[config.mk]
export PLATFORM = sky130hd
export DESIGN_NAME = pwo_ctrl
export DESIGN_NICKNAME = d
export VERILOG_FILES = /design/src/mldsa_params_pkg.sv /design/src/pwo_defines_pkg.sv /design/src/pwo_ctrl.sv
export SDC_FILE = /design/constraint.sdc
export NUM_CORES = 1
export LEC_CHECK = 0
export BUFFER_PORTS_ARGS = -buffer_cell sky130_fd_sc_hd__clkbuf_2
export CAP_MARGIN = 20
export CORE_ASPECT_RATIO = 1.5
export CORE_MARGIN = 2
export CORE_UTILIZATION = 54
export CTS_BUF_LIST = sky130_fd_sc_hd__clkbuf_8
export CTS_CLUSTER_DIAMETER = 200
export DETAILED_ROUTE_END_ITERATION = 8
export GPL_TIMING_DRIVEN = 0
export PLACE_DENSITY_LB_ADDON = 0.2
export SETUP_SLACK_MARGIN = 0.1
export SLEW_MARGIN = 40
export SYNTH_ARGS = -nofsm -noshare
export SYNTH_HDL_FRONTEND = slang
export SYNTH_SLANG_ARGS = --single-unit
export TNS_END_PERCENT = 1
[constraint.sdc]
create_clock -name clk -period 6.4 [get_ports clk]
set_clock_uncertainty 0.15 [all_clocks]
set_input_delay 0.32 -clock clk [delete_from_list [all_inputs] [get_ports clk]]
set_output_delay 0.32 -clock clk [all_outputs]
set_load 0.03 [all_outputs]
[src/mldsa_params_pkg.sv]
// ML-DSA arithmetic constants
// Memory word geometry for packed coefficients
// Vector types for coefficients, memory words and addresses

package mldsa_params_pkg;

    // Modulus and coefficient width
    localparam int COEFF_WIDTH = 23;
    localparam logic [COEFF_WIDTH-1:0] MLDSA_Q = 23'd8380417;

    // One polynomial
    localparam int MLDSA_N = 256;

    // Four coefficients per word, each in a 24-bit slot
    localparam int LANE_WIDTH      = 24;
    localparam int COEFFS_PER_WORD = 4;
    localparam int MEM_DATA_WIDTH  = COEFFS_PER_WORD * LANE_WIDTH;
    localparam int MEM_ADDR_WIDTH  = 15;

    typedef logic [COEFF_WIDTH-1:0]    coeff_t;
    typedef logic [MEM_DATA_WIDTH-1:0] mem_word_t;
    typedef logic [MEM_ADDR_WIDTH-1:0] mem_addr_t;

endpackage
[src/pwo_defines_pkg.sv]
// Pointwise engine definitions
// Operation mode, memory request and sequencer state enums
// Memory request and base address structs

package pwo_defines_pkg;

    typedef enum logic [1:0] {
        PWO_PWM = 2'd0,
        PWO_PWA = 2'd1,
        PWO_PWS = 2'd2
    } pwo_mode_t;

    typedef enum logic [1:0] {
        RW_IDLE  = 2'd0,
        RW_READ  = 2'd1,
        RW_WRITE = 2'd2
    } rw_t;

    // Request toward one memory
    typedef struct packed {
        rw_t                         rd_wr_en;
        mldsa_params_pkg::mem_addr_t addr;
    } mem_req_t;

    // Polynomial base addresses for a, b and the destination c
    typedef struct packed {
        mldsa_params_pkg::mem_addr_t base_a;
        mldsa_params_pkg::mem_addr_t base_b;
        mldsa_params_pkg::mem_addr_t base_c;
    } pwo_base_addr_t;

    typedef enum logic [1:0] {
        ST_IDLE  = 2'd0,
        ST_RUN   = 2'd1,
        ST_DRAIN = 2'd2,
        ST_DONE  = 2'd3
    } pwo_state_t;

endpackage

[src/pwo_ctrl.sv]
// Sequencer of the pointwise engine
// Walks the word index and issues the a, b and c read requests
// Holds busy and raises the done pulse after the pipeline drains

module pwo_ctrl #(
    parameter int NUM_WORDS = 64
) (
    input  logic                            clk,
    input  logic                            reset_n,
    input  logic                            zeroize_i,
    input  logic                            enable_i,
    input  pwo_defines_pkg::pwo_mode_t      mode_i,
    input  logic                            accumulate_i,
    input  logic                            sampler_valid_i,
    input  pwo_defines_pkg::pwo_base_addr_t base_addr_i,
    output pwo_defines_pkg::mem_req_t       a_rd_req_o,
    output pwo_defines_pkg::mem_req_t       b_rd_req_o,
    output pwo_defines_pkg::mem_req_t       c_rd_req_o,
    output logic                            issue_o,
    output mldsa_params_pkg::mem_addr_t     idx_o,
    output pwo_defines_pkg::pwo_mode_t      op_mode_o,
    output logic                            op_accumulate_o,
    output mldsa_params_pkg::mem_addr_t     base_c_o,
    output logic                            busy_o,
    output logic                            done_o
);
    import mldsa_params_pkg::*;
    import pwo_defines_pkg::*;

    // Memory, operand register and three lane stages
    localparam int DRAIN_CYCLES = 5;

    pwo_state_t     state_q;
    mem_addr_t      k_q;
    logic [2:0]     drain_q;
    pwo_mode_t      mode_q;
    logic           acc_q;
    pwo_base_addr_t base_q;

    logic issue;
    logic last_word;
    logic c_read;

    // A request goes out only while the sampler holds valid high
    assign issue     = (state_q == ST_RUN) && sampler_valid_i;
    assign last_word = (k_q == mem_addr_t'(NUM_WORDS - 1));
    assign c_read    = issue && (mode_q == PWO_PWM) && acc_q;

    // ============================================================
    // FSM and counters
    // ============================================================
    always_ff @(posedge clk or negedge reset_n) begin
        if (!reset_n) begin
            state_q <= ST_IDLE;
            k_q     <= '0;
            drain_q <= '0;
            mode_q  <= PWO_PWM;
            acc_q   <= 1'b0;
            base_q  <= '0;
        end else if (zeroize_i) begin
            state_q <= ST_IDLE;
            k_q     <= '0;
            drain_q <= '0;
            mode_q  <= PWO_PWM;
            acc_q   <= 1'b0;
            base_q  <= '0;
        end else begin
            unique case (state_q)
                ST_IDLE: begin
                    if (enable_i) begin
                        mode_q  <= mode_i;
                        acc_q   <= accumulate_i;
                        base_q  <= base_addr_i;
                        k_q     <= '0;
                        state_q <= ST_RUN;
                    end
                end
                ST_RUN: begin
                    if (issue) begin
                        if (last_word) begin
                            drain_q <= '0;
                            state_q <= ST_DRAIN;
                        end else begin
                            k_q <= k_q + 1'b1;
                        end
                    end
                end
                ST_DRAIN: begin
                    if (drain_q == 3'(DRAIN_CYCLES - 1)) begin
                        state_q <= ST_DONE;
                    end else begin
                        drain_q <= drain_q + 1'b1;
                    end
                end
                default: begin
                    state_q <= ST_IDLE;
                end
            endcase
        end
    end

    // Read request address is base plus word index
    assign a_rd_req_o.rd_wr_en = issue ? RW_READ : RW_IDLE;
    assign a_rd_req_o.addr     = issue ? base_q.base_a + k_q : '0;
    assign b_rd_req_o.rd_wr_en = issue ? RW_READ : RW_IDLE;
    assign b_rd_req_o.addr     = issue ? base_q.base_b + k_q : '0;
    assign c_rd_req_o.rd_wr_en = c_read ? RW_READ : RW_IDLE;
    assign c_rd_req_o.addr     = c_read ? base_q.base_c + k_q : '0;

    assign issue_o         = issue;
    assign idx_o           = k_q;
    assign op_mode_o       = mode_q;
    assign op_accumulate_o = acc_q;
    assign base_c_o        = base_q.base_c;

    assign busy_o = (state_q == ST_RUN) || (state_q == ST_DRAIN);
    assign done_o = (state_q == ST_DONE);

endmodule

# [Word-level counts from Yosys, hierarchy flattened]
# Index checks and enable logic that the tools add are counted.
[classes] n_addsub=5 eq_ne=11 muxes=30 n_reduce_logical=14
[op_table] operator="$mux W45" n=3
[op_table] operator="$mux W15" n=7
[op_table] operator="$add A15 B15 Y15" n=3
[op_table] operator="$pmux W15 S2" n=1
[op_table] operator="$ne A3 B3 Y1 const B" n=6
[op_table] operator="$mux W2" n=8
[op_table] operator="$add A15 B1 Y15 const B" n=1
[op_table] operator="$eq A15 B6 Y1 const B" n=1
[op_table] operator="$mux W3" n=4
[op_table] operator="$reduce_and A4 Y1" n=3
[op_table] operator="$pmux W2 S3" n=1
[op_table] operator="$pmux W3 S2" n=1
[op_table] operator="$reduce_bool A3 Y1" n=2
[op_table] operator="$mux W1" n=5
[op_table] operator="$eq A2 B2 Y1 const B" n=2
[op_table] operator="$logic_not A2 Y1" n=2
[op_table] operator="$reduce_bool A2 Y1" n=2
[op_table] operator="$add A3 B1 Y3 const B" n=1
[op_table] operator="$eq A3 B3 Y1 const B" n=1
[op_table] operator="$logic_and A1 B1 Y1" n=3
[op_table] operator="$eq A2 B1 Y1 const B" n=1
[op_table] operator="$reduce_and A2 Y1" n=1
[op_table] operator="$logic_or A1 B1 Y1" n=1
[totals] register_bits=68 output_inout_bits=87 wordCells=68

# [Logic depth before layout (Yosys ltp)]
# Gate-level depths: netlist of run 1.
[depth] word_depth=5 depth_mapped=10

# [Least setup slack after synthesis of run 1]
# No wires, ideal clock.
[synth_timing] path_kind="register to output" startpoint="reg k_q[0], in the netlist idx_o[0]" endpoint="out c_rd_req_o[14] in the netlist's numbering" t_arrival_ns=2.825 required_ns=5.930 slack_ns=3.105 path_stages_with_launch=9 path_buffers=0 path_cell_list="dfrtp_1 -> ha_1 -> fa_1 -> a211oi_1 -> nor2_1 -> o311ai_0 -> a21boi_0 -> or3_1 -> a21oi_1"
[synth_rtl] element="from (decl)" line_no="pwo_ctrl.sv:34" rtl="mem_addr_t k_q;"
[synth_rtl] element="from (signal assigned)" line_no="pwo_ctrl.sv:84" rtl="k_q <= k_q + 1'b1;"
[synth_rtl] element="to (decl)" line_no="pwo_ctrl.sv:18" rtl="output pwo_defines_pkg::mem_req_t c_rd_req_o,"

==> flow_summary.ini, run 1 <==
[clocking]
cts_tree = yes
cts_num_sinks = 68
clk_pin_slew_ns = 0.08
clockRootBuffer = clkbuf_8
cts_max_level = 3
cts_buffers = 9
post_cts_buffers = 0
post_cts_resized = 0
cts_buffer_depth = 2
clk_latency_ns = 0.35

[grt]
grt_antenna_before_repair = 0
grt_start_max_net_pins = 69
grt_pass1_wl_um = 26000
grt_pass1_vias = 5626
grtUsageTotal_pct = 30.1
overflow = 0

[routing]
routed_wl_um = 16200
dr_total_vias = 5625
drc_errors = 0
drt_pass1_iterations = 5
vias_per_cell = 5.87
drt-initial-drc-count = 285
antenna_left = 0
wire_per_inst_um = 16.9

[placement]
numPortBuffers = 135
dp_hpwl_um = 12600
dpl_cell_area_um2 = 6290
place_ws_ns = 3.06
gp_congestion = 0.993

[synth]
synth_edf_count = 0
async_reset_ff_share_pct = 100
syn_area_per_cell_um2 = 7.89
ys_seq_area_share_pct = 31.2
ys_top_cells_by_count = nand2_1, a21oi_1, dfrtp_1
ys_warn_count = 0
yosys-top-cells-area = dfrtp_1, ha_1, nand2_1
synthDistinctLibCells = 61
synth_top_area_share_pct = 31.2
synth-seq-cells = 68
syn-cell-area_um2 = 5450
ys.flop_type = dfrtp_1
yosysMostFrequentCell = nand2_1
synthCells = 691
yosysTopAreaCell = dfrtp_1

[pwr]
switching_power_uw = 601
switching_share_pct = 42.3
seqPwrFrac_pct = 38.0
cellLeakagePower_nw = 3.19
intPower_uw = 819
power.density_nw_per_um2 = 220
power_frac_clock_pct = 21.1
peakVddDrop_mv = 0.195
p_comb_share_pct = 40.9

[status]
outcome = complete, no violations

[timing]
worstMarginPinSlew_ns = 0.627
fin_crit_sh_pct = 58.7
setup_slack_ns = 2.65
finalSetupViolCount = 0
slew-limit-headroom_pct = 58.2
fin_setup_tns_ns = 0
period_minus_slack_ns = 3.75
drv_slew = 0
rsz0062_at_grt = false
hold_viol_final = 0
fmax_ghz = 0.266

[worst_setup_path]
arrival_ns = 3.28
crit_path_cell_trace = ha_1 -> fa_1 -> a211oi_1 -> nor2_1 -> o311ai_0 -> a21boi_0 -> or3_1 -> a21oi_1 -> clkbuf_2
path_buf_inv = 1
crit_path_max_incr_delay_ns = 0.52
crit_path_max_fanout = 8
worstPathRequired_ns = 5.93
cp_slowest_cell = dfrtp_1
path_class = reg2out
path_delay_family = compound AO/OA/AOI/OAI gates
worstSetupEndpointType = primary output
cp-start-kind = flop

[layout]
area_delta_synth_final_pct = 18.4
nets = 945
design_area_um2 = 6460
layout-drive-gt1-share_pct = 21.6
diodes = 0

[floorplan]
die_area_um2 = 10900
core_area_um2 = 9740
die_h_um = 127
io_pins = 140
fp-row-count = 44
start_util_pct = 56.0
die_x_um = 86.1

[run]
maxCapViolations = 0

[hold_path]
holdCritPathClass = in2reg
[timing repair]
action                                 CTS  global route
hold buffers                             1             0
endpoints found under the hold margin   68             0
setup endpoints to repair                0             0
[tightest hold or removal path, delay by kind of cell]
kind	cells	cell delay (ns)
AOI/OAI and AO/OA	1	0.05
buffers and inverters	1	0.08
and+or+nand+nor	1	0.04
[flip-flops by register name, summed over array words and instances (netlist names)]
| register | flops |
|---|---|
| op_mode_o | 2 |
| drain_q | 3 |
| idx_o | 15 |
| op_accumulate_o | 1 |
| base_q | 30 |
| state_q | 2 |
| base_c_o | 15 |
[power by group through the flow]
stage | sequential, mW | combinational, mW | clock (mW)
final | 0.540 | 0.580 | 0.299
after global routing | 0.547 | 0.641 | 0.319
after CTS | 0.540 | 0.579 | 0.301
after detailed placement | 0.548 | 0.577 | 0
after global placement | 0.545 | 0.561 | 0
after floorplan | 0.539 | 0.416 | 0
[placed cells by master (no fill, tap or decap), types with 19 or more instances in the layout]
cell / netlist / final
nand2_1: 134 / 134
clkbuf_2: 0 / 134
a21oi_1: 79 / 79
dfrtp_1: 68 / 68
nor2_1: 58 / 58
ha_1: 49 / 49
o21ai_0: 42 / 42
clkbuf_1: 23 / 23
xnor2_1: 22 / 22
buf_4: 21 / 21
nand3_1: 19 / 19
[final timing paths]
path,start,slack [ns],cells after the start,endpoint
worst max-delay path,idx_o[0]$_DFFE_PN0P_,2.65,9,c_rd_req_o[14]
worst min register to register,base_q[34]$_DFFE_PN0P_,0.38,2,base_q[34]$_DFFE_PN0P_
max in group asynchronous,reset_n,5.32,2,base_c_o[0]$_DFFE_PN0P_
worst max register to register,idx_o[1]$_DFFE_PN0P_,3.73,8,idx_o[8]$_DFFE_PN0P_
worst min-delay path,base_addr_i[24],0.02,3,base_q[24]$_DFFE_PN0P_
min in group asynchronous,reset_n,0.36,2,base_c_o[7]$_DFFE_PN0P_
[metrics by stage]
step | total power, mW | hold slack (ns) | utilization, % | cells
floorplan | 0.955 | -0.126 | - | 693
global placement | 1.11 | 0.366 | 64.5 | 943
detailed placement | 1.12 | 0.205 | 64.5 | 943
CTS | 1.42 | 0.0179 | 66.3 | 959
global route | 1.51 | 0.0260 | 66.3 | 959
finish | 1.42 | 0.0178 | 66.3 | 959
[layer usage]
metal / vias up / wire length [um] / global-route usage [%]
met5: - / 0 / 0
met4: 0 / 650 / 14.6
met2: 202 / 8380 / 54.5
met1: 2646 / 6380 / 34.5
li1: 2728 / - / -
met3: 49 / 824 / 3.42
[area by class of cell]
| type | instances | area (um^2) |
|---|---|---|
| fill | 874 | 3290 |
| multi-input combinational | 561 | 3420 |
| timing repair buffer | 136 | 694 |
| inverter | 15 | 56.3 |
| clock buffer | 9 | 124 |
| tap | 115 | 144 |
| clock inverter | 6 | 33.8 |
| sequential | 68 | 1700 |
| buffer | 49 | 279 |
[kinds of logic (layout without fill, tap and decap cells)]
| group | count (synthesis) | in the layout | share of synthesized area, % |
|---|---|---|---|
| AOI/OAI and AO/OA | 200 | 200 | 22.4 |
| xor gates and xnor gates | 34 | 34 | 5.46 |
| adders and majority gates | 52 | 52 | 12.3 |
| buffers and inverters | 64 | 215 | 6.15 |
| DFF | 68 | 68 | 31.2 |
| muxes | 2 | 2 | 0.390 |
| other | 1 | 3 | 0.0688 |
| and+or+nand+nor | 270 | 270 | 22.0 |
Note: power is estimated with default switching activity, not from simulation.
==> inputs of run 2 (changes only) <==
ABC_AREA = 1   (was unset)
CORE_UTILIZATION = 52   (was 54)
clock period = 3.07 ns   (was 6.4 ns; I/O delays follow)
==> run 2 against run 1 <==
  * Critical path depth increased by 1
  * Core utilization increased by 1.6 points
  * Setup slack got worse by 2.4 ns
  * Clock-buffer cell count unchanged
  * Global-route usage decreased by 0.33 points
  * First-iteration DRC count increased by 49%
  * Routed wire length increased by 14%
  * Register-to-register slack got worse by 3.0 ns
  * Synthesized area increased by 14%
==> flow_summary.ini, run 2 <==
[status]
outcome = complete, no violations

[synth]
ys_top_cells_by_count = nand2_1, inv_1, nand3_1
ys_seq_area_share_pct = 27.4
yosysMostFrequentCell = nand2_1
synth_edf_count = 0
synthCells = 975
async_reset_ff_share_pct = 100
syn-cell-area_um2 = 6220
ys_warn_count = 0
yosysTopAreaCell = dfrtp_1
syn_area_per_cell_um2 = 6.38
ys.flop_type = dfrtp_1
synthDistinctLibCells = 36
synth_top_area_share_pct = 27.4
synth-seq-cells = 68
yosys-top-cells-area = dfrtp_1, nand2_1, ha_1

[routing]
drt-initial-drc-count = 426
vias_per_cell = 5.06
wire_per_inst_um = 13.9
drc_errors = 0
dr_total_vias = 6752
antenna_left = 0
routed_wl_um = 18600
drt_pass1_iterations = 7

[layout]
finalNonFillerCells = 1334
diodes = 0
fillCellCount = 1054
final_common_cell = nand2_1
layout_common_cells = nand2_1, clkbuf_2, inv_1
multiInputGateArea_um2 = 3710
area_delta_synth_final_pct = 26.4
regArea_um2 = 1700
nets = 1284
regMostFlops = base_q
layout-drive-gt1-share_pct = 18.4
largest_reg_flops = 30

[grt]
overflow = 0
grtUsageTotal_pct = 29.8
grt_antenna_before_repair = 0
grt_pass1_vias = 6339
grt_pass1_wl_um = 29900
grt_start_max_net_pins = 69

[floorplan]
start_util_pct = 53.7
fp-row-count = 48
die_x_um = 93.3
io_pins = 140
die_h_um = 138
core_area_um2 = 11600
die_area_um2 = 12900

[worst_setup_path]
arrival_ns = 2.51
crit_path_max_fanout = 8
cp-start-kind = flop
worstPathRequired_ns = 2.77
worstSetupEndpointType = primary output
path_class = reg2out

[run]
maxCapViolations = 0

[clocking]
clk_latency_ns = 0.38
clockRootBuffer = clkbuf_8
cts_max_level = 3
cts_buffers = 9
post_cts_buffers = 0
cts_buffer_depth = 2
cts_tree = yes
cts_num_sinks = 68
clk_pin_slew_ns = 0.09

[timing]
worstMarginPinSlew_ns = 0.577
rsz0062_at_grt = true
fin_crit_sh_pct = 91.5
fin_setup_tns_ns = 0
hold_viol_final = 0
finalSetupViolCount = 0
period_minus_slack_ns = 2.81
slew-limit-headroom_pct = 61.5
setup_slack_ns = 0.260
drv_slew = 0
fmax_ghz = 0.356

[placement]
dp_hpwl_um = 13600
place_ws_ns = 0.656
gp_congestion = 0.924
numPortBuffers = 136
dp_cells = 1263

[pwr]
cellLeakagePower_nw = 4.68
power.density_nw_per_um2 = 450
peakVddDrop_mv = 0.416

[hold_path]
holdCritPathClass = in2reg
[run 2: logic make-up (layout without fill, tap and decap cells)]
family,Yosys count,in the layout,share of synthesized area (%)
DFF,68,68,27.4
buffers and inverters,186,393,13.1
and+or+nand+nor,563,563,38.9
other,1,3,0.0603
adders and majority gates,52,52,10.8
AOI/OAI and AO/OA,91,91,7.74
xor gates and xnor gates,14,14,1.97
[run 2: power breakdown]
part | switching [mW] | internal [mW]
clock network | 0.405 | 0.386
logic | 1.02 | 0.556
registers | 0.139 | 1.03
total | 1.56 | 1.97
[run 2: final cells by class]
cell class,count,share of cell area [%]
Multi-Input combinational cell,723,47.2
Sequential cell,68,21.7
Timing Repair Buffer,191,15.8
Inverter,140,6.72
Buffer,46,3.68
Tap cell,150,2.39
Clock buffer,9,1.58
Clock inverter,7,1.02
[run 2: worst max-delay path: stages (launching register included)]
cell	delay, ns
dfrtp_2	0.50
ha_1	0.26
fa_1	0.39
nand2_1	0.13
nand2_1	0.08
nand3_1	0.08
nand2_1	0.10
nand2_1	0.10
a21oi_1	0.07
nor2_1	0.18
clkbuf_2	0.23
[run 2: layer usage]
metal | vias to the layer above | global-route usage, % | part of all wire (%)
li1 | 3444 | - | -
met4 | 0 | 13.8 | 3.9
met1 | 3026 | 34.2 | 40
met2 | 228 | 53.9 | 50
met5 | - | 0 | 0
met3 | 54 | 4.46 | 5.6
[run 2: repair_timing]
item	4_1_cts	5_1_grt
hold buffers	55	0
endpoints found under the hold margin	116	0
endpoints found under the setup margin	0	4
gates resized for setup	0	1
[run 2: metrics by stage]
| step | power [mW] | utilization, % | hold WS, ns | instance area (um^2) |
|---|---|---|---|---|
| final | 3.53 | 67.8 | 0.0871 | 7860 |
| after global routing | 3.76 | 67.8 | 0.117 | 7860 |
| after CTS | 3.52 | 67.8 | 0.0860 | 7860 |
| after detailed placement | 2.67 | 61.3 | 0.0412 | 7110 |
| after global placement | 2.65 | 61.2 | 0.231 | 7100 |
| after floorplan | 2.26 | - | -0.292 | 6230 |
[run 2: worst paths after layout]
| check | slack (ns) | depth (start not counted) | end | start |
|---|---|---|---|---|
| worst max-delay path | 0.26 | 10 | c_rd_req_o[14] | idx_o[0]$_DFFE_PN0P_ |
| worst min-delay path | 0.09 | 5 | idx_o[3]$_DFFE_PN0P_ | zeroize_i |
| worst max register to register | 0.76 | 8 | base_q[20]$_DFFE_PN0P_ | state_q[0]$_DFFE_PN0P_ |
| worst min register to register | 0.37 | 2 | base_q[18]$_DFFE_PN0P_ | base_q[18]$_DFFE_PN0P_ |
| max in group asynchronous | 2.19 | 2 | idx_o[0]$_DFFE_PN0P_ | reset_n |
| min in group asynchronous | 0.18 | 2 | base_c_o[14]$_DFFE_PN0P_ | reset_n |
==> inputs of run 3 (changes only) <==
CORE_MARGIN = unset   (was 2)
==> run 3 against run 2 <==
  * Sequential cell count is the same
  * Final area shrank 0.14%
  * Sequential share of layout area hardly changed
  * Register-to-register slack about the same
  * Core utilization decreased by 0.097 points
  * Clock-buffer cell count unchanged
  * Cell count stayed put
  * Combinational power about the same
  * Non-clock buffer count unchanged
  * Critical path depth did not move
  * Worst hold slack better by 0.035 ns
  * Die area down 3.6%
==> flow_summary.ini, run 3 (same netlist as run 2, synthesis figures left out) <==
[status]
outcome = complete, no violations

[layout]
final_common_cell = nand2_1
layout-drive-gt1-share_pct = 18.3
nets = 1284
layout_common_cells = nand2_1, clkbuf_2, inv_1
fillCellCount = 1054
largest_reg_flops = 30
design_area_um2 = 7850
regMostFlops = base_q
diodes = 0
final_core_util_pct = 67.7
finalNonFillerCells = 1334
area_delta_synth_final_pct = 26.2

[clocking]
cts_buffer_depth = 2
cts_tree = yes
cts_num_sinks = 68
cts_buffers = 9
clockRootBuffer = clkbuf_8
cts_max_level = 3
clk_pin_slew_ns = 0.07
clk_latency_ns = 0.35

[placement]
place_ws_ns = 0.631
dpl_cell_area_um2 = 7110
numPortBuffers = 136
dp_cells = 1263
dp_hpwl_um = 13500
gp_congestion = 0.911

[run]
maxCapViolations = 0

[routing]
dr_total_vias = 6717
antenna_left = 0
drc_errors = 0
vias_per_cell = 5.04
drt-initial-drc-count = 280
routed_wl_um = 17900
wire_per_inst_um = 13.4
drt_pass1_iterations = 6

[timing]
setup_slack_ns = 0.310
drv_slew = 0
hold_viol_final = 0
finalSetupViolCount = 0
slew-limit-headroom_pct = 62.4
worstMarginPinSlew_ns = 0.564
rsz0062_at_grt = false
whs_ns = 0.122
fin_setup_tns_ns = 0
fmax_ghz = 0.362
fin_crit_sh_pct = 89.9
period_minus_slack_ns = 2.76

[worst_setup_path]
reg2reg_from = state_q[0]$_DFFE_PN0P_
arrival_ns = 2.46
cp-start-kind = flop
rr_worst_depth = 8
crit_path_max_fanout = 8
path_class = reg2out
r2r_end = base_q[25]$_DFFE_PN0P_
worstSetupEndpointType = primary output
reg2reg_setup_slack_ns = 0.75
worstPathRequired_ns = 2.77

[grt]
grt_pass1_wl_um = 29400
grt-busiest-layer = met2
grt_start_max_net_pins = 69
met1_usage_pct = 34.2
met2_usage_pct = 55.2
grtUsageTotal_pct = 30.3
grt_pass1_vias = 6336
overflow = 0
grt_antenna_before_repair = 0
met3_usage_pct = 4.42

[pwr]
total_power_mw = 3.46
peakVddDrop_mv = 0.409
cellLeakagePower_nw = 4.68
power.density_nw_per_um2 = 441
intPower_mw = 1.96
switching_share_pct = 43.4
seqPwrFrac_pct = 33.9
p_comb_share_pct = 45.2
power_frac_clock_pct = 21.0
switching_power_mw = 1.50

[hold_path]
hold-path-endpoint = idx_o[3]$_DFFE_PN0P_
hp-start = zeroize_i
holdCritPathClass = in2reg
holdPathStages = 5

[floorplan]
start_util_pct = 53.7
die_h_um = 136
core_area_um2 = 11600
fp-row-count = 48
die_x_um = 91.3
io_pins = 140
die_area_um2 = 12400
==> run 3: cell count changes in the layout (fill, tap and decap cells not counted), sizes merged <==
cell      previous run  this run
inv                144       141
clkinvlp             2         1
clkinv               0         4
==> run 3: what timing repair did <==
item / in CTS / in global routing
gates resized for setup: 0 / 1
buffers inserted: 0 / 0
endpoints found under the setup margin: 0 / 3
hold endpoints to repair: 116 / 0
hold buffers: 55 / 0
==> run 3: worst max-delay path, stage by stage, from the launching register on <==
cell and delay [ns]:
dfrtp_2 0.50, ha_1 0.26, fa_1 0.38, nand2_1 0.13, nand2_1 0.06, nand3_1 0.07
nand2_1 0.10, nand2_1 0.09, a21oi_1 0.06, nor2_1 0.20, clkbuf_2 0.24
==> run 3: worst max path at each step <==
stage / from / endpoint / cells past startpoint
floorplan: idx_o[0]$_DFFE_PN0P_ / a_rd_req_o[10] / 11
CTS: idx_o[0]$_DFFE_PN0P_ / c_rd_req_o[14] / 10
global route: state_q[1]$_DFFE_PN0P_ / c_rd_req_o[6] / 10
detailed placement: idx_o[0]$_DFFE_PN0P_ / c_rd_req_o[14] / 10
finish: idx_o[0]$_DFFE_PN0P_ / c_rd_req_o[14] / 10
global placement: idx_o[0]$_DFFE_PN0P_ / c_rd_req_o[14] / 10
==> run 3: final cells by class <==
class                           count  area (um^2)  share of cell area (%)
Buffer                             46          289                    3.68
Clock buffer                        9          124                    1.58
Clock inverter                      7         68.8                   0.877
Inverter                          140          528                    6.73
Multi-Input combinational cell    723         3710                    47.3
Sequential cell                    68         1700                    21.7
Tap cell                          150          188                    2.39
Timing Repair Buffer              191         1240                    15.8
==> run 3: power groups by stage <==
stage                     Clock, mW  Sequential [mW]  Combinational, mW
after floorplan                   0             1.17               1.09
after global placement            0             1.18               1.47
after detailed placement          0             1.19               1.49
after CTS                     0.740             1.17               1.56
after global routing          0.771             1.19               1.74
final                         0.725             1.17               1.56
==> run 3: layer usage <==
layer / routed length, um / up-vias
met3: 911 / 52
met4: 786 / 0
met2: 9120 / 194
met5: 0 / -
li1: - / 3436
met1: 7110 / 3035
